`src/axi_pkg.sv`:
```
//----------------------------
// PCIe slave AXI port constants
// Single-beat accesses only, so no burst or strobe fields
// A 512-bit beat is sixteen 32-bit lanes picked by addr[5:2]
//----------------------------
`default_nettype none

package axi_pkg;

   // Port widths
   localparam int AXI_ID_W   = 5;
   localparam int AXI_ADDR_W = 64;
   localparam int AXI_DATA_W = 512;

   // Lane split of the data beat
   localparam int LANE_W       = 32;
   localparam int NUM_LANES    = 16;
   localparam int LANE_SEL_LSB = 2;
   localparam int LANE_SEL_MSB = 5;

   localparam logic [1:0] RESP_OKAY = 2'b00;

   // One beat, seen flat or as lanes
   typedef union packed {
      logic [AXI_DATA_W-1:0]            flat;
      logic [NUM_LANES-1:0][LANE_W-1:0] lane;
   } axi_beat_u;

endpackage

`default_nettype wire

```
`src/regmap_pkg.sv`:
```
//----------------------------
// Register map of the config bus
// Only the low 8 address bits are decoded
//----------------------------
`default_nettype none

package regmap_pkg;

   localparam int CFG_ADDR_W = 8;
   localparam int CFG_DATA_W = 32;

   // Hello world register
   localparam logic [CFG_ADDR_W-1:0] HELLO_WORLD_OFS = 8'h00;
   localparam logic [CFG_DATA_W-1:0] HELLO_WORLD_RST = 32'h0000_0000;

   // Returned for every offset without a register
   localparam logic [CFG_DATA_W-1:0] UNMAPPED_RDATA = '1;

endpackage

`default_nettype wire

```
`src/cfg_bus_if.sv`:
```
//----------------------------
// Simple config bus
// wr/rd are one-cycle pulses, one ack per pulse
// rdata is valid only in the ack cycle
//----------------------------
`default_nettype none

interface cfg_bus_if
   import regmap_pkg::*;
();

   logic [CFG_ADDR_W-1:0] addr;
   logic [CFG_DATA_W-1:0] wdata;
   logic                  wr;
   logic                  rd;
   logic                  ack;
   logic [CFG_DATA_W-1:0] rdata;

   modport master (
      output addr, wdata, wr, rd,
      input  ack, rdata
   );

   modport target (
      input  addr, wdata, wr, rd,
      output ack, rdata
   );

endinterface

`default_nettype wire

```
`src/pcis_req_if.sv`:
```
//----------------------------
// Sliced AXI request channels
// Payload holds while valid is high and ready is low
//----------------------------
`default_nettype none

interface pcis_req_if
   import axi_pkg::*;
();

   // Write address
   logic [AXI_ID_W-1:0]   awid;
   logic [AXI_ADDR_W-1:0] awaddr;
   logic                  awvalid;
   logic                  awready;

   // Write data
   axi_beat_u             wdata;
   logic                  wvalid;
   logic                  wready;

   // Read address
   logic [AXI_ID_W-1:0]   arid;
   logic [AXI_ADDR_W-1:0] araddr;
   logic                  arvalid;
   logic                  arready;

   modport slice_side (
      output awid, awaddr, awvalid, wdata, wvalid, arid, araddr, arvalid,
      input  awready, wready, arready
   );

   modport bridge_side (
      input  awid, awaddr, awvalid, wdata, wvalid, arid, araddr, arvalid,
      output awready, wready, arready
   );

endinterface

`default_nettype wire

```
`src/cl_hello_world.sv`:
```
//----------------------------
// Hello world custom logic, PCIe slave port 0 only
// Request channels pass a one-entry slice
// Response channels come straight from the bridge
//----------------------------
`default_nettype none

module cl_hello_world
   import axi_pkg::*;
(
   input  logic                  clk,
   input  logic                  sync_rst_n,
   input  logic [AXI_ID_W-1:0]   sh_cl_pcis_awid,
   input  logic [AXI_ADDR_W-1:0] sh_cl_pcis_awaddr,
   input  logic                  sh_cl_pcis_awvalid,
   output logic                  cl_sh_pcis_awready,
   input  axi_beat_u             sh_cl_pcis_wdata,
   input  logic                  sh_cl_pcis_wvalid,
   output logic                  cl_sh_pcis_wready,
   output logic [AXI_ID_W-1:0]   cl_sh_pcis_bid,
   output logic [1:0]            cl_sh_pcis_bresp,
   output logic                  cl_sh_pcis_bvalid,
   input  logic                  sh_cl_pcis_bready,
   input  logic [AXI_ID_W-1:0]   sh_cl_pcis_arid,
   input  logic [AXI_ADDR_W-1:0] sh_cl_pcis_araddr,
   input  logic                  sh_cl_pcis_arvalid,
   output logic                  cl_sh_pcis_arready,
   output logic [AXI_ID_W-1:0]   cl_sh_pcis_rid,
   output axi_beat_u             cl_sh_pcis_rdata,
   output logic [1:0]            cl_sh_pcis_rresp,
   output logic                  cl_sh_pcis_rlast,
   output logic                  cl_sh_pcis_rvalid,
   input  logic                  sh_cl_pcis_rready
);

   pcis_req_if req_if ();
   cfg_bus_if  cfg_if ();

   pcis_req_slice u_req_slice (
      .clk        (clk),
      .sync_rst_n (sync_rst_n),
      .awid       (sh_cl_pcis_awid),
      .awaddr     (sh_cl_pcis_awaddr),
      .awvalid    (sh_cl_pcis_awvalid),
      .awready    (cl_sh_pcis_awready),
      .wdata      (sh_cl_pcis_wdata),
      .wvalid     (sh_cl_pcis_wvalid),
      .wready     (cl_sh_pcis_wready),
      .arid       (sh_cl_pcis_arid),
      .araddr     (sh_cl_pcis_araddr),
      .arvalid    (sh_cl_pcis_arvalid),
      .arready    (cl_sh_pcis_arready),
      .req        (req_if.slice_side)
   );

   pcis_slave_bridge u_bridge (
      .clk        (clk),
      .sync_rst_n (sync_rst_n),
      .req        (req_if.bridge_side),
      .cfg        (cfg_if.master),
      .bid        (cl_sh_pcis_bid),
      .bresp      (cl_sh_pcis_bresp),
      .bvalid     (cl_sh_pcis_bvalid),
      .bready     (sh_cl_pcis_bready),
      .rid        (cl_sh_pcis_rid),
      .rdata      (cl_sh_pcis_rdata),
      .rresp      (cl_sh_pcis_rresp),
      .rlast      (cl_sh_pcis_rlast),
      .rvalid     (cl_sh_pcis_rvalid),
      .rready     (sh_cl_pcis_rready)
   );

   hello_world_reg u_hello_world (
      .clk        (clk),
      .sync_rst_n (sync_rst_n),
      .cfg        (cfg_if.target)
   );

endmodule

`default_nettype wire

```
`src/hello_world_reg.sv`:
```
//----------------------------
// Hello world register target
// ack follows each pulse by exactly 2 cycles
// Reads of offset 0x00 return the value byte-reversed
//----------------------------
`default_nettype none

module hello_world_reg
   import regmap_pkg::*;
(
   input  logic      clk,
   input  logic      sync_rst_n,
   cfg_bus_if.target cfg
);

   logic                  wr_stretch;
   logic                  rd_stretch;
   logic                  ack_q;
   logic [CFG_ADDR_W-1:0] addr_q;
   logic [CFG_DATA_W-1:0] wdata_q;
   logic [CFG_DATA_W-1:0] rdata_q;
   logic [CFG_DATA_W-1:0] hello_world_q;

   // Pulses held until ack
   always_ff @(posedge clk)
      if (!sync_rst_n)
      begin
         wr_stretch <= 1'b0;
         rd_stretch <= 1'b0;
         ack_q      <= 1'b0;
      end
      else
      begin
         wr_stretch <= cfg.wr || (wr_stretch && !ack_q);
         rd_stretch <= cfg.rd || (rd_stretch && !ack_q);
         ack_q      <= (wr_stretch || rd_stretch) && !ack_q;
      end

   always_ff @(posedge clk)
      if (cfg.wr || cfg.rd)
      begin
         addr_q  <= cfg.addr;
         wdata_q <= cfg.wdata;
      end

   //----------------------------
   // Register and readback
   //----------------------------
   // Updated on the edge that raises ack
   always_ff @(posedge clk)
      if (!sync_rst_n)
         hello_world_q <= HELLO_WORLD_RST;
      else if (wr_stretch && !ack_q && (addr_q == HELLO_WORLD_OFS))
         hello_world_q <= wdata_q;

   always_ff @(posedge clk)
      case (addr_q)
         HELLO_WORLD_OFS: rdata_q <= {<<8{hello_world_q}};
         default:         rdata_q <= UNMAPPED_RDATA;
      endcase

   assign cfg.ack   = ack_q;
   assign cfg.rdata = rdata_q;

endmodule

`default_nettype wire

```
`src/pcis_req_slice.sv`:
```
//----------------------------
// One holding entry per request channel
// Accepted input shows at the output one edge later
// Readies are low in reset and in the first cycle after it
//----------------------------
`default_nettype none

module pcis_req_slice
   import axi_pkg::*;
(
   input  logic                  clk,
   input  logic                  sync_rst_n,
   input  logic [AXI_ID_W-1:0]   awid,
   input  logic [AXI_ADDR_W-1:0] awaddr,
   input  logic                  awvalid,
   output logic                  awready,
   input  axi_beat_u             wdata,
   input  logic                  wvalid,
   output logic                  wready,
   input  logic [AXI_ID_W-1:0]   arid,
   input  logic [AXI_ADDR_W-1:0] araddr,
   input  logic                  arvalid,
   output logic                  arready,
   pcis_req_if.slice_side        req
);

   logic                  rdy_en;
   logic                  aw_full;
   logic [AXI_ID_W-1:0]   aw_id_q;
   logic [AXI_ADDR_W-1:0] aw_addr_q;
   logic                  w_full;
   axi_beat_u             w_data_q;
   logic                  ar_full;
   logic [AXI_ID_W-1:0]   ar_id_q;
   logic [AXI_ADDR_W-1:0] ar_addr_q;

   always_ff @(posedge clk)
      if (!sync_rst_n)
         rdy_en <= 1'b0;
      else
         rdy_en <= 1'b1;

   // Take a new beat when empty or when the bridge pops this cycle
   assign awready = rdy_en && (!aw_full || req.awready);
   assign wready  = rdy_en && (!w_full || req.wready);
   assign arready = rdy_en && (!ar_full || req.arready);

   //----------------------------
   // Entry flags
   //----------------------------
   always_ff @(posedge clk)
      if (!sync_rst_n)
      begin
         aw_full <= 1'b0;
         w_full  <= 1'b0;
         ar_full <= 1'b0;
      end
      else
      begin
         if (awready)
            aw_full <= awvalid;
         if (wready)
            w_full <= wvalid;
         if (arready)
            ar_full <= arvalid;
      end

   // Payloads
   always_ff @(posedge clk)
   begin
      if (awvalid && awready)
      begin
         aw_id_q   <= awid;
         aw_addr_q <= awaddr;
      end
      if (wvalid && wready)
         w_data_q <= wdata;
      if (arvalid && arready)
      begin
         ar_id_q   <= arid;
         ar_addr_q <= araddr;
      end
   end

   assign req.awid    = aw_id_q;
   assign req.awaddr  = aw_addr_q;
   assign req.awvalid = aw_full;
   assign req.wdata   = w_data_q;
   assign req.wvalid  = w_full;
   assign req.arid    = ar_id_q;
   assign req.araddr  = ar_addr_q;
   assign req.arvalid = ar_full;

endmodule

`default_nettype wire

```
`src/pcis_slave_bridge.sv`:
```
//----------------------------
// AXI slave to config bus bridge
// One access in flight, write wins over read
// Every response is OKAY, rlast is always high
// Request entries are popped on the ack cycle
//----------------------------
`default_nettype none

module pcis_slave_bridge
   import axi_pkg::*;
   import regmap_pkg::*;
(
   input  logic                clk,
   input  logic                sync_rst_n,
   pcis_req_if.bridge_side     req,
   cfg_bus_if.master           cfg,
   output logic [AXI_ID_W-1:0] bid,
   output logic [1:0]          bresp,
   output logic                bvalid,
   input  logic                bready,
   output logic [AXI_ID_W-1:0] rid,
   output axi_beat_u           rdata,
   output logic [1:0]          rresp,
   output logic                rlast,
   output logic                rvalid,
   input  logic                rready
);

   enum logic [1:0] {
      SLV_IDLE,
      SLV_ADDR,
      SLV_CYC,
      SLV_RESP
   } state, state_nxt;

   logic                  wr_req;
   logic                  cyc_wr;
   logic                  cyc_end;
   logic                  rsp_ready;
   logic [AXI_ID_W-1:0]   id_q;
   logic [AXI_ADDR_W-1:0] addr_q;
   logic [CFG_DATA_W-1:0] wdata_q;
   logic [CFG_DATA_W-1:0] rdata_q;
   logic                  wr_q;
   logic                  rd_q;

   // A write needs both address and data waiting
   assign wr_req    = req.awvalid && req.wvalid;
   assign cyc_end   = (state == SLV_CYC) && cfg.ack;
   assign rsp_ready = cyc_wr ? bready : rready;

   //----------------------------
   // State machine
   //----------------------------
   always_comb
   begin
      state_nxt = state;
      case (state)
         SLV_IDLE:
            if (wr_req || req.arvalid)
               state_nxt = SLV_ADDR;
         SLV_ADDR:
            state_nxt = SLV_CYC;
         SLV_CYC:
            if (cfg.ack)
               state_nxt = SLV_RESP;
         SLV_RESP:
            if (rsp_ready)
               state_nxt = SLV_IDLE;
         default:
            state_nxt = SLV_IDLE;
      endcase
   end

   always_ff @(posedge clk)
      if (!sync_rst_n)
         state <= SLV_IDLE;
      else
         state <= state_nxt;

   // Latch the winner in idle
   always_ff @(posedge clk)
      if (!sync_rst_n)
         cyc_wr <= 1'b0;
      else if (state == SLV_IDLE)
         cyc_wr <= wr_req;

   always_ff @(posedge clk)
      if (state == SLV_IDLE)
      begin
         id_q   <= wr_req ? req.awid : req.arid;
         addr_q <= wr_req ? req.awaddr : req.araddr;
      end

   //----------------------------
   // Config bus cycle
   //----------------------------
   always_ff @(posedge clk)
      if (!sync_rst_n)
      begin
         wr_q <= 1'b0;
         rd_q <= 1'b0;
      end
      else
      begin
         wr_q <= (state == SLV_ADDR) && cyc_wr;
         rd_q <= (state == SLV_ADDR) && !cyc_wr;
      end

   // Lane of the beat picked by addr[5:2]
   always_ff @(posedge clk)
   begin
      if (state == SLV_ADDR)
         wdata_q <= req.wdata.lane[addr_q[LANE_SEL_MSB:LANE_SEL_LSB]];
      if (cyc_end)
         rdata_q <= cfg.rdata;
   end

   assign cfg.addr  = addr_q[CFG_ADDR_W-1:0];
   assign cfg.wdata = wdata_q;
   assign cfg.wr    = wr_q;
   assign cfg.rd    = rd_q;

   // Pop the slice entries once the target has answered
   assign req.awready = cyc_end && cyc_wr;
   assign req.wready  = cyc_end && cyc_wr;
   assign req.arready = cyc_end && !cyc_wr;

   //----------------------------
   // Responses
   //----------------------------
   assign bid    = id_q;
   assign bresp  = RESP_OKAY;
   assign bvalid = (state == SLV_RESP) && cyc_wr;

   assign rid    = id_q;
   assign rresp  = RESP_OKAY;
   assign rlast  = 1'b1;
   assign rvalid = (state == SLV_RESP) && !cyc_wr;

   // Read word back in its own lane, others zero
   always_comb
   begin
      rdata = '0;
      rdata.lane[addr_q[LANE_SEL_MSB:LANE_SEL_LSB]] = rdata_q;
   end

endmodule

`default_nettype wire

```
`config.mk`:
```
export PLATFORM = sky130hd
export DESIGN_NAME = cl_hello_world
export DESIGN_NICKNAME = d
export VERILOG_FILES = /design/src/axi_pkg.sv /design/src/regmap_pkg.sv /design/src/cfg_bus_if.sv /design/src/pcis_req_if.sv /design/src/cl_hello_world.sv /design/src/hello_world_reg.sv /design/src/pcis_req_slice.sv /design/src/pcis_slave_bridge.sv
export SDC_FILE = /design/constraint.sdc
export NUM_CORES = 1
export LEC_CHECK = 0
export BUFFER_PORTS_ARGS = -buffer_cell sky130_fd_sc_hd__buf_2
export CAP_MARGIN = 25
export CORE_AREA = 2 2 468 470
export CTS_BUF_LIST = sky130_fd_sc_hd__clkbuf_8
export DETAILED_ROUTE_END_ITERATION = 12
export DIE_AREA = 0 0 470 472
export PLACE_DENSITY_LB_ADDON = 0.25
export RECOVER_POWER = 100
export SYNTH_ARGS = -nofsm -noshare
export SYNTH_HDL_FRONTEND = slang
export SYNTH_SLANG_ARGS = --single-unit
```
`constraint.sdc`:
```
create_clock -name clk -period 25.8 [get_ports clk]
set_input_delay 5.16 -clock clk [delete_from_list [all_inputs] [get_ports clk]]
set_output_delay 5.16 -clock clk [all_outputs]
set_load 0.02 [all_outputs]
```
After elaboration in Yosys (flattened, before gate mapping)
Index checks and enable logic that the tools add are counted.
W data, S select, Z words.
{"block": "totals", "ff_bits": 731, "input_bits": 657, "out_inout_bits": 532, "elab_cells": 80}
{"block": "classes", "n_lt_le_gt_ge": 2, "n_eq_ne": 6, "mux": 12, "bitwise_logic": 1, "n_reduce_logical": 35}
{"op": "$and A512 B512 Y512", "n": 1}
{"op": "$bmux W32 S4", "n": 1}
{"op": "$demux W32 S4", "n": 1}
{"op": "$mux W32", "n": 2}
{"op": "$logic_and A1 B1 Y1", "n": 19}
{"op": "$logic_not A8 Y1", "n": 1}
{"op": "$logic_or A1 B1 Y1", "n": 8}
{"op": "$mux W8", "n": 1}
{"op": "$pmux W2 S4", "n": 1}
{"op": "$mux W2", "n": 3}
{"op": "$ne A2 B1 Y1 const B", "n": 3}
{"op": "$logic_not A1 Y1", "n": 5}
{"op": "$lt A4 B5 Y1 const B", "n": 1}
{"op": "$mux W5", "n": 1}
{"op": "$eq A2 B2 Y1 const B", "n": 2}
{"op": "$ge A4 B1 Y1 const B", "n": 1}
{"op": "$reduce_and A3 Y1", "n": 1}
{"op": "$eq A2 B1 Y1 const B", "n": 1}
{"op": "$logic_not A2 Y1", "n": 1}
{"op": "$mux W1", "n": 2}

Logic depth before layout (Yosys ltp)
Gate-level depths: netlist of the first run.
{"block": "depth", "word_depth": 6, "mapped_depth": 6, "ltp_nobuf": 6}

Cells and area by module
A second synthesis of the first run with hierarchy kept.
{"block": "hier_totals", "cells_unflattened": 1961, "hier_area_um2": 33487.1}
{"module": "pcis_req_slice", "instances": 1, "cells_per_inst": 673, "area_per_inst_um2": 19733.9, "seq_area_each_um2": 19598.8}
{"module": "pcis_slave_bridge", "instances": 1, "cells_per_inst": 1025, "area_per_inst_um2": 10259.8, "seq_area_each_um2": 2412.3}
{"module": "hello_world_reg", "instances": 1, "cells_per_inst": 263, "area_per_inst_um2": 3493.4, "seq_area_each_um2": 2542.4}

Worst setup path after synthesis of the first run
OpenSTA, ideal clock, no wires.
{"block": "synth_timing", "kind": "input-to-reg", "startpoint": "input sh_cl_pcis_wvalid", "endpoint": "register u_req_slice.w_full, in the netlist u_req_slice.req.wvalid", "setup_ns": 0.114, "arrival_ns": 17.556, "path_slack_ns": 8.130, "stages": 2, "n_path_buf": 0, "cell_sequence": "and2_1 -> o21a_1"}
{"element": "from (decl)", "line_no": "cl_hello_world.sv:18", "rtl": "input logic sh_cl_pcis_wvalid,"}
{"element": "to (signal assigned)", "line_no": "pcis_req_slice.sv:63", "rtl": "w_full <= wvalid;"}
{"element": "to (decl)", "line_no": "pcis_req_slice.sv:31", "rtl": "logic w_full;"}

Final worst setup path of the first run
{"block": "layout_timing", "startpoint": "input sh_cl_pcis_wvalid", "endpoint": "register u_req_slice.w_data_q, in the netlist u_req_slice.req.wdata[60], enable pin"}
{"block": "layout_via", "elab_chain_len": 1}
{"element": "$logic_and A1 B1 Y1", "line_no": "pcis_req_slice.sv:76", "rtl": "if (wvalid && wready)"}
{"element": "to (signal assigned)", "line_no": "pcis_req_slice.sv:77", "rtl": "w_data_q <= wdata;"}
{"element": "to (decl)", "line_no": "pcis_req_slice.sv:32", "rtl": "axi_beat_u w_data_q;"}
Every way passes these cells.
A chain may end at the register's enable or synchronous reset.

==> results of run 1 <==
[cell type report]
type,count,share of cell area (%)
diodes,51,0.313
clock buffers,144,4.86
clock inverters,98,1.38
inverters,3,0.0276
multi-input cells,923,20.0
flip-flops and latches,731,51.9
well taps,2854,8.75
repair buffers,1112,12.8
[critical path, cell delays in order]
cell,delay [ns]
buf_2,0.07
and2_0,2.96
clkbuf_1,1.76
clkbuf_1,2.46
clkbuf_1,2.70
[kinds of logic (layout without fill, tap and decap cells)]
group,count (synthesis),count (layout),synth area share (%)
DFF,731,731,70.7
and+or+nand+nor,662,662,13.5
muxes,175,175,11.2
buffers and inverters,151,1357,2.35
AOI/OAI and AO/OA,76,76,1.92
adders and majority gates,5,5,0.209
other,2,56,0.0251
[where the power goes]
part / switching (mW) / internal, mW / total [mW]
sequential: 0.0380 / 1.43 / 1.46
combinational: 0.636 / 0.381 / 1.02
clock: 0.521 / 0.544 / 1.06
total: 1.19 / 2.35 / 3.55
[through the flow]
step	util (%)	setup WS, ns	hold WS [ns]	cell area, um2
global placement	17.8	17.10	0.387	38600
global route	18.8	9.76	0.409	40700
detailed placement	17.9	17.11	0.389	38700
floorplan	-	8.13	0.386	30000
finish	18.9	10.79	0.399	40800
CTS	19.0	16.96	0.398	41200
[cell usage in the layout (no fill, tap or decap), types with 3 or more instances in the layout]
master      synthesis  final
and2_0              0    211
diode_2             0     51
edfxtp_1          655    655
inv_1               3     43
inv_12              0      3
clkinv_8            0      3
nand2b_1            5      5
buf_16              0      4
nor2_1             12      8
nand2_1            38     38
mux4_2            128    128
buf_4              12     11
clkinv_2            0     13
clkbuf_1          102    364
nor2_2              0      3
dfxtp_1            76     76
or2_0               0      4
clkinvlp_4          0      3
o21a_1              4      4
a21boi_0            0      4
or2_1              32     28
nor3_4              0      5
and2_1            518    306
inv_8               0      4
conb_1              2      5
buf_2              25    733
ha_1                5      5
mux2i_1            34     34
clkinv_1            0     28
a22oi_1            64     64
mux2_1             13     13
nor2b_1            42     40
clkbuf_8            0    144
[flip-flops by register name (all words and copies together) (netlist names), 2 cells and up]
register and cells:
u_req_slice.req.awid 5, u_bridge.state 2, u_req_slice.req.araddr 8, u_req_slice.req.arid 5, u_bridge.bid 5, u_hello_world.addr_q 8, u_bridge.rdata_q 32, u_hello_world.hello_world_q 32
u_hello_world.cfg.rdata 32, u_bridge.cfg.wdata 32, u_req_slice.req.wdata 512, u_req_slice.req.awaddr 8, u_hello_world.wdata_q 32, u_bridge.addr_q 8
[metal layers]
layer / part of all wire [%] / global-route usage [%] / routed length, um
met1: 38 / 11.3 / 45000
met2: 49 / 17.8 / 58500
met3: 9.1 / 4.17 / 10800
met4: 3.3 / 4.03 / 3930
met5: 0.43 / 0 / 514
[path summary, 6_finish.rpt]
kind	slack [ns]	from	cells past startpoint	to
setup / recovery	10.79	sh_cl_pcis_wvalid	5	u_req_slice.req.wdata[60]$_DFFE_PP_
hold / removal	0.40	u_hello_world.cfg.rdata[28]$_SDFF_PP1_	0	u_bridge.rdata_q[28]$_DFFE_PN_
setup reg to reg	13.92	u_bridge.state[0]$_SDFFE_PN0P_	8	u_req_slice.req.wdata[60]$_DFFE_PP_
hold reg to reg	0.40	u_hello_world.cfg.rdata[28]$_SDFF_PP1_	0	u_bridge.rdata_q[28]$_DFFE_PN_
==> impl_metrics.py, run 1 <==
metrics = {
    "setup_path": {
        "cp-start-kind": "input port",
        "critPathKind": "input port to flip-flop",
        "crit_arrival_ns": 15.36,
        "cp_max_fo": 72,
        "cp.required_ns": 26.15,
        "end_kind": "flip-flop",
    },
    "routing": {
        "wirelength_um": 119000,
        "drt_iter0_markers": 952,
        "remaining_drc_errors": 0,
        "vias": 19500,
        "wl_per_cell_um": 20.1,
        "first_pass_iters": 5,
        "ant_nets": 0,
        "vias_per_cell": 3.29,
    },
    "synth": {
        "synth-seq-cells": 731,
        "synth_top_area_share_pct": 65.7,
        "synth_edf_count": 655,
        "synth_common_cells": "edfxtp_1, and2_1, mux4_2, clkbuf_1, dfxtp_1",
        "syn_inst": 1802,
        "synth-seq-area-share_pct": 70.7,
        "synthTopCellsByArea": "edfxtp_1, and2_1, mux4_2",
        "syn_area_um2": 30000,
        "ys_types": 32,
        "avgSynthCellArea_um2": 16.6,
        "yosys.area.top_type": "edfxtp_1",
        "yosysMostFrequentCell": "edfxtp_1",
        "ys.flop_type": "edfxtp_1",
        "ys_warn_count": 0,
        "async_reset_ff_share_pct": 0,
    },
    "sta": {
        "fin_crit_ns": 15.01,
        "fin_crit_sh_pct": 58.2,
        "fin_setup_tns_ns": 0,
        "skew_ns": 0.0400,
        "finalHoldViolCount": 0,
        "finalSetupViolCount": 0,
        "worstMarginPinSlew_ns": 7.22,
        "maxSlewHeadroom_pct": -381,
        "rsz0062_at_grt": "false",
        "drv_slew": 1304,
        "fmax_mhz": 66.6,
    },
    "clocking": {
        "cts_made_buffers": 135,
        "clk_pin_slew_worst_paths_ns": 0.06,
        "ctsHoldBuffers": 0,
        "cts_buffer_depth": 3,
        "cts_tree": "done",
        "cts_resized": 0,
        "htreeDepth": 4,
        "clock_sinks": 731,
        "cts_root_buf": "clkbuf_8",
        "post_cts_buffers": 0,
        "worstSkewPairLatency_ns": 0.86,
    },
    "global_routing": {
        "grt_overflow_total": 0,
        "grt_usage_pct": 10.4,
        "antenna_found_initial": 117,
        "grt_start_max_net_pins": 92,
        "grt_pass1_vias": 20200,
        "grt_pass1_wl_um": 161000,
    },
    "run_status": {
        "status": "finished with violations",
        "violations": "capacitance limit, slew limit",
    },
    "finish": {
        "stdcell_count": 5916,
        "seqCellArea_um2": 21200,
        "final.fill_count": 23800,
        "syn_to_final_growth_pct": 36.3,
        "layout.nets": 3568,
        "multi_input_area_um2": 8150,
        "final_layout_size_suffix_gt1_share_pct": 35.4,
    },
    "power": {
        "power_mw": 3.55,
        "power_density_nw_per_um2": 86.9,
        "vdd_drop_max_v": 0.0000499,
        "p_leak_nw": 15.0,
    },
    "floorplanning": {
        "ioPinCount": 1189,
        "die_height_um": 472,
        "die_w_um": 470,
        "rows": 171,
        "core_um2": 217000,
        "dieArea_um2": 222000,
        "start_util_pct": 13.8,
    },
    "min_path": {
        "min-delay-path-class": "flip-flop to flip-flop",
    },
    "placement": {
        "routabilityCongestion": 0.769,
        "place_inst": 5621,
        "place.detailed.hpwl_um": 86300,
        "port_buffers": 1071,
    },
    "flow_run": {
        "maxCapViolCount": 30,
    },
}
(Power assumes the default switching activity.)
==> inputs of run 2 (changes only) <==
Settings changed: CORE_AREA 2 2 468 470 to 2 2 464 466, DIE_AREA 0 0 470 472 to 0 0 466 468.
Clock period 25.8 ns to 12.4 ns, I/O delays scaled along.
==> impl_metrics.py, run 2 (synthesis gave the netlist of run 1 again) <==
metrics = {
    "placement": {
        "routabilityCongestion": 0.747,
        "port_buffers": 1071,
        "place.detailed.hpwl_um": 86300,
        "place_inst": 5606,
    },
    "clocking": {
        "cts_root_buf": "clkbuf_8",
        "post_cts_buffers": 0,
        "cts_made_buffers": 130,
        "ctsHoldBuffers": 0,
        "clk_pin_slew_worst_paths_ns": 0.06,
        "cts_buffer_depth": 3,
        "htreeDepth": 4,
        "cts_resized": 0,
        "worstSkewPairLatency_ns": 0.84,
        "clock_sinks": 731,
        "cts_tree": "done",
    },
    "finish": {
        "final_util_pct": 19.1,
        "layout_commonest_cell": "buf_2",
        "syn_to_final_growth_pct": 35.8,
        "final_layout_size_suffix_gt1_share_pct": 35.7,
        "stdcell_count": 5874,
        "layout.nets": 3562,
        "final_cell_mix": "buf_2, edfxtp_1, clkbuf_1",
        "largest_reg_flops": 512,
    },
    "flow_run": {
        "maxCapViolCount": 25,
    },
    "floorplanning": {
        "core_um2": 213000,
        "dieArea_um2": 218000,
        "rows": 170,
        "die_height_um": 468,
        "ioPinCount": 1189,
        "start_util_pct": 14.0,
        "die_w_um": 466,
    },
    "sta": {
        "fmax_mhz": 119,
        "fin_crit_ns": 8.41,
        "finalSetupViolCount": 0,
        "finalHoldViolCount": 0,
        "worstMarginPinSlew_ns": 6.17,
        "fin_setup_tns_ns": 0,
        "drv_slew": 1050,
        "fin_crit_sh_pct": 67.8,
        "rsz0062_at_grt": "false",
        "skew_ns": 0.0445,
        "maxSlewHeadroom_pct": -312,
    },
    "global_routing": {
        "grt_start_max_net_pins": 169,
        "grt_pass1_vias": 19700,
        "grt_overflow_total": 0,
        "grt_usage_pct": 10.4,
        "grt_pass1_wl_um": 158000,
        "antenna_found_initial": 102,
    },
    "routing": {
        "wl_met1_um": 44600,
        "vias": 19400,
        "wirelength_um": 119000,
        "ant_nets": 0,
        "first_pass_iters": 5,
        "wl_per_cell_um": 20.3,
        "vias_per_cell": 3.30,
        "wl_met2_um": 60500,
        "top_layer_used": "met5",
        "drt_iter0_markers": 1045,
        "wl_met3_um": 10500,
        "remaining_drc_errors": 0,
    },
    "power": {
        "vdd_drop_max_v": 0.0000953,
        "power_mw": 7.34,
        "p_leak_nw": 15.0,
        "power_density_nw_per_um2": 180,
    },
    "run_status": {
        "status": "finished with violations",
        "violations": "capacitance limit, slew limit",
    },
    "setup_path": {
        "slowest_stage": "clkbuf_2",
        "cpLargestDelayFamily": "buffers and inverters",
        "slowest_delay_ns": 2.90,
        "cp-start-kind": "input port",
        "crit_buf_inv": 3,
        "ff2ff_path_depth": 7,
        "cp_max_fo": 168,
        "cp.required_ns": 12.71,
        "end_kind": "flip-flop",
        "critPathKind": "input port to flip-flop",
        "crit_arrival_ns": 8.73,
        "path_depth": 4,
        "crit_chain": "buf_2, and2_0, buf_12, clkbuf_2",
    },
    "min_path": {
        "min_delay_path_depth": 0,
        "min-delay-path-class": "flip-flop to flip-flop",
    },
}
-- run 2: changes by cell type in the layout (fill, tap and decap cells not counted), sizes merged, moves of 3 or more --
cell    previous run  this run
clkbuf           508       489
clkinv            45        36
buf              748       760
diode             51        36
bufinv             2         5
-- run 2: final cells by class --
| cell class | instances | area [um2] |
|---|---|---|
| fillers | 23400 | 173000 |
| multi-input cells | 923 | 8120 |
| repair buffers | 1111 | 5200 |
| flip-flops and latches | 731 | 21200 |
| inverters | 3 | 11.3 |
| diodes | 36 | 90.1 |
| clock inverters | 94 | 592 |
| well taps | 2838 | 3550 |
| clock buffers | 138 | 1900 |
-- run 2: metal layers --
layer | track usage, % | vias to the layer above
li1 | - | 8876
met1 | 11.4 | 9216
met2 | 18.6 | 952
met3 | 4.08 | 255
met4 | 2.98 | 94
met5 | 0 | -
-- run 2: metrics by stage --
stage,worst slack [ns],hold WS [ns],area [um2]
2_1_floorplan,3.24,0.386,30000
3_3_place_gp,7.18,0.388,38600
3_5_place_dp,7.16,0.389,38700
4_1_cts,6.19,0.382,41100
5_1_grt,3.35,0.396,40600
6_report,3.99,0.390,40700
-- run 2: report_power, final --
| part | leakage, nW | internal, mW | switching, mW |
|---|---|---|---|
| clock | 1.43 | 1.14 | 1.05 |
| sequential | 6.70 | 2.97 | 0.0890 |
| combinational | 6.85 | 0.760 | 1.33 |
-- run 2: final timing paths --
check / startpoint / endpoint / slack, ns
worst max register to register: u_bridge.state[0]$_SDFFE_PN0P_ / u_req_slice.req.wdata[437]$_DFFE_PP_ / 4.46
worst max-delay path: sh_cl_pcis_wvalid / u_req_slice.req.wdata[437]$_DFFE_PP_ / 3.99
worst min register to register: u_hello_world.cfg.rdata[16]$_SDFF_PP1_ / u_bridge.rdata_q[16]$_DFFE_PN_ / 0.39
worst min-delay path: u_hello_world.cfg.rdata[16]$_SDFF_PP1_ / u_bridge.rdata_q[16]$_DFFE_PN_ / 0.39
==> inputs of run 3 (changes only) <==
Settings changed: CORE_AREA 2 2 464 466 to 2 2 459 461, DIE_AREA 0 0 466 468 to 0 0 461 463.
Clock period 12.4 ns to 7.9 ns, I/O delays scaled along.
==> impl_metrics.py, run 3 (synthesis gave the netlist of run 1 again) <==
metrics = {
    "power": {
        "power_density_nw_per_um2": 282,
        "swShare_pct": 33.9,
        "combPwrFrac_pct": 27.9,
        "power_mw": 11.5,
        "p_leak_nw": 15.0,
        "switchingPower_mw": 3.91,
        "vdd_drop_max_v": 0.000155,
        "internal_power_mw": 7.61,
        "power_frac_seq_pct": 41.5,
        "clkPwrFrac_pct": 30.6,
    },
    "finish": {
        "layout_commonest_cell": "buf_2",
        "final_layout_size_suffix_gt1_share_pct": 35.0,
        "seqCellArea_um2": 21200,
        "stdcell_count": 5856,
        "final_util_pct": 19.6,
        "syn_to_final_growth_pct": 36.1,
        "multi_input_area_um2": 8120,
        "final.fill_count": 22800,
        "largest_reg_flops": 512,
        "final_cell_mix": "buf_2, edfxtp_1, clkbuf_1",
        "layout.nets": 3571,
        "final_area_um2": 40800,
    },
    "min_path": {
        "min-delay-path-class": "flip-flop to flip-flop",
        "hold_path_startpoint": "u_hello_world.cfg.rdata[18]$_SDFF_PP1_",
    },
    "sta": {
        "finalWorstSetupSlack_ns": 1.83,
        "finalHoldViolCount": 0,
        "fin_crit_sh_pct": 76.9,
        "finalSetupViolCount": 0,
        "worstMarginPinSlew_ns": 2.83,
        "skew_ns": 0.0453,
        "rsz0062_at_grt": "false",
        "fin_crit_ns": 6.07,
        "fin_setup_tns_ns": 0,
        "drv_slew": 738,
        "maxSlewHeadroom_pct": -88.9,
        "fmax_mhz": 165,
        "whs_ns": 0.372,
    },
    "routing": {
        "ant_nets": 0,
        "vias": 19600,
        "remaining_drc_errors": 0,
        "wl_per_cell_um": 20.7,
        "vias_per_cell": 3.34,
        "wirelength_um": 121000,
        "first_pass_iters": 4,
        "drt_iter0_markers": 899,
    },
    "run_status": {
        "status": "finished with violations",
        "violations": "capacitance limit, slew limit",
    },
    "clocking": {
        "post_cts_buffers": 0,
        "cts_resized": 0,
        "clk_pin_slew_worst_paths_ns": 0.06,
        "cts_root_buf": "clkbuf_8",
        "cts_tree": "done",
        "worstSkewPairLatency_ns": 0.87,
        "cts_buffer_depth": 3,
        "ctsHoldBuffers": 0,
        "cts_made_buffers": 133,
        "clock_sinks": 731,
        "htreeDepth": 4,
    },
    "flow_run": {
        "maxCapViolCount": 21,
    },
    "floorplanning": {
        "die_w_um": 461,
        "dieArea_um2": 213000,
        "rows": 168,
        "die_height_um": 463,
        "ioPinCount": 1189,
        "core_um2": 209000,
        "start_util_pct": 14.4,
    },
    "global_routing": {
        "grt_overflow_total": 0,
        "grt_start_max_net_pins": 140,
        "antenna_found_initial": 115,
        "grt_pass1_vias": 20100,
        "grt_usage_pct": 10.9,
        "grt_pass1_wl_um": 161000,
    },
    "setup_path": {
        "cp-start-kind": "flip-flop",
        "r2r_start": "u_bridge.state[0]$_SDFFE_PN0P_",
        "cp.required_ns": 6.32,
        "cp_max_fo": 32,
        "critPathKind": "flip-flop to output pin",
        "startpoint": "u_bridge.addr_q[4]$_DFFE_PP_",
        "end_kind": "output pin",
        "crit_arrival_ns": 4.49,
    },
    "placement": {
        "place_inst": 5579,
        "post-place-ws_ns": 3.63,
        "place.detailed.hpwl_um": 89000,
        "routabilityCongestion": 0.758,
        "placed_area_um2": 38700,
        "port_buffers": 1071,
    },
}
run 3: cell type report:
class / instances / area share (%)
Inverter: 3 / 0.0276
Clock buffer: 144 / 4.86
Sequential cell: 731 / 52.0
Clock inverter: 91 / 1.47
Antenna cell: 42 / 0.258
Multi-Input combinational cell: 923 / 19.9
Tap cell: 2805 / 8.61
Timing Repair Buffer: 1117 / 12.9
run 3: power by group through the flow:
stage	Sequential, mW	Combinational (mW)	Clock (mW)
floorplan	4.80	2.03	0
global placement	4.86	3.44	0
detailed placement	4.87	3.42	0
CTS	4.79	3.42	3.69
global route	4.82	3.51	3.85
finish	4.79	3.21	3.52
run 3: critical path: stages, from the launching register on:
cell and delay, ns:
edfxtp_1 0.87, nand2b_1 0.31, nor2_1 1.84, and2_1 0.30
clkbuf_1 0.26
run 3: per-layer routing:
layer	global-route usage (%)	up-vias	wire, um
met5	0	-	610
met3	4.44	271	11700
li1	-	8916	-
met2	19.2	989	60100
met4	3.63	98	3170
met1	11.7	9297	45600
run 3: path summary, 6_finish.rpt:
kind	end	slack [ns]	cells after the start
setup reg to reg	u_req_slice.req.wdata[228]$_DFFE_PP_	2.16	6
hold / removal	u_bridge.rdata_q[18]$_DFFE_PN_	0.37	0
setup / recovery	cl_sh_pcis_rdata[467]	1.83	4
hold reg to reg	u_bridge.rdata_q[18]$_DFFE_PN_	0.37	0
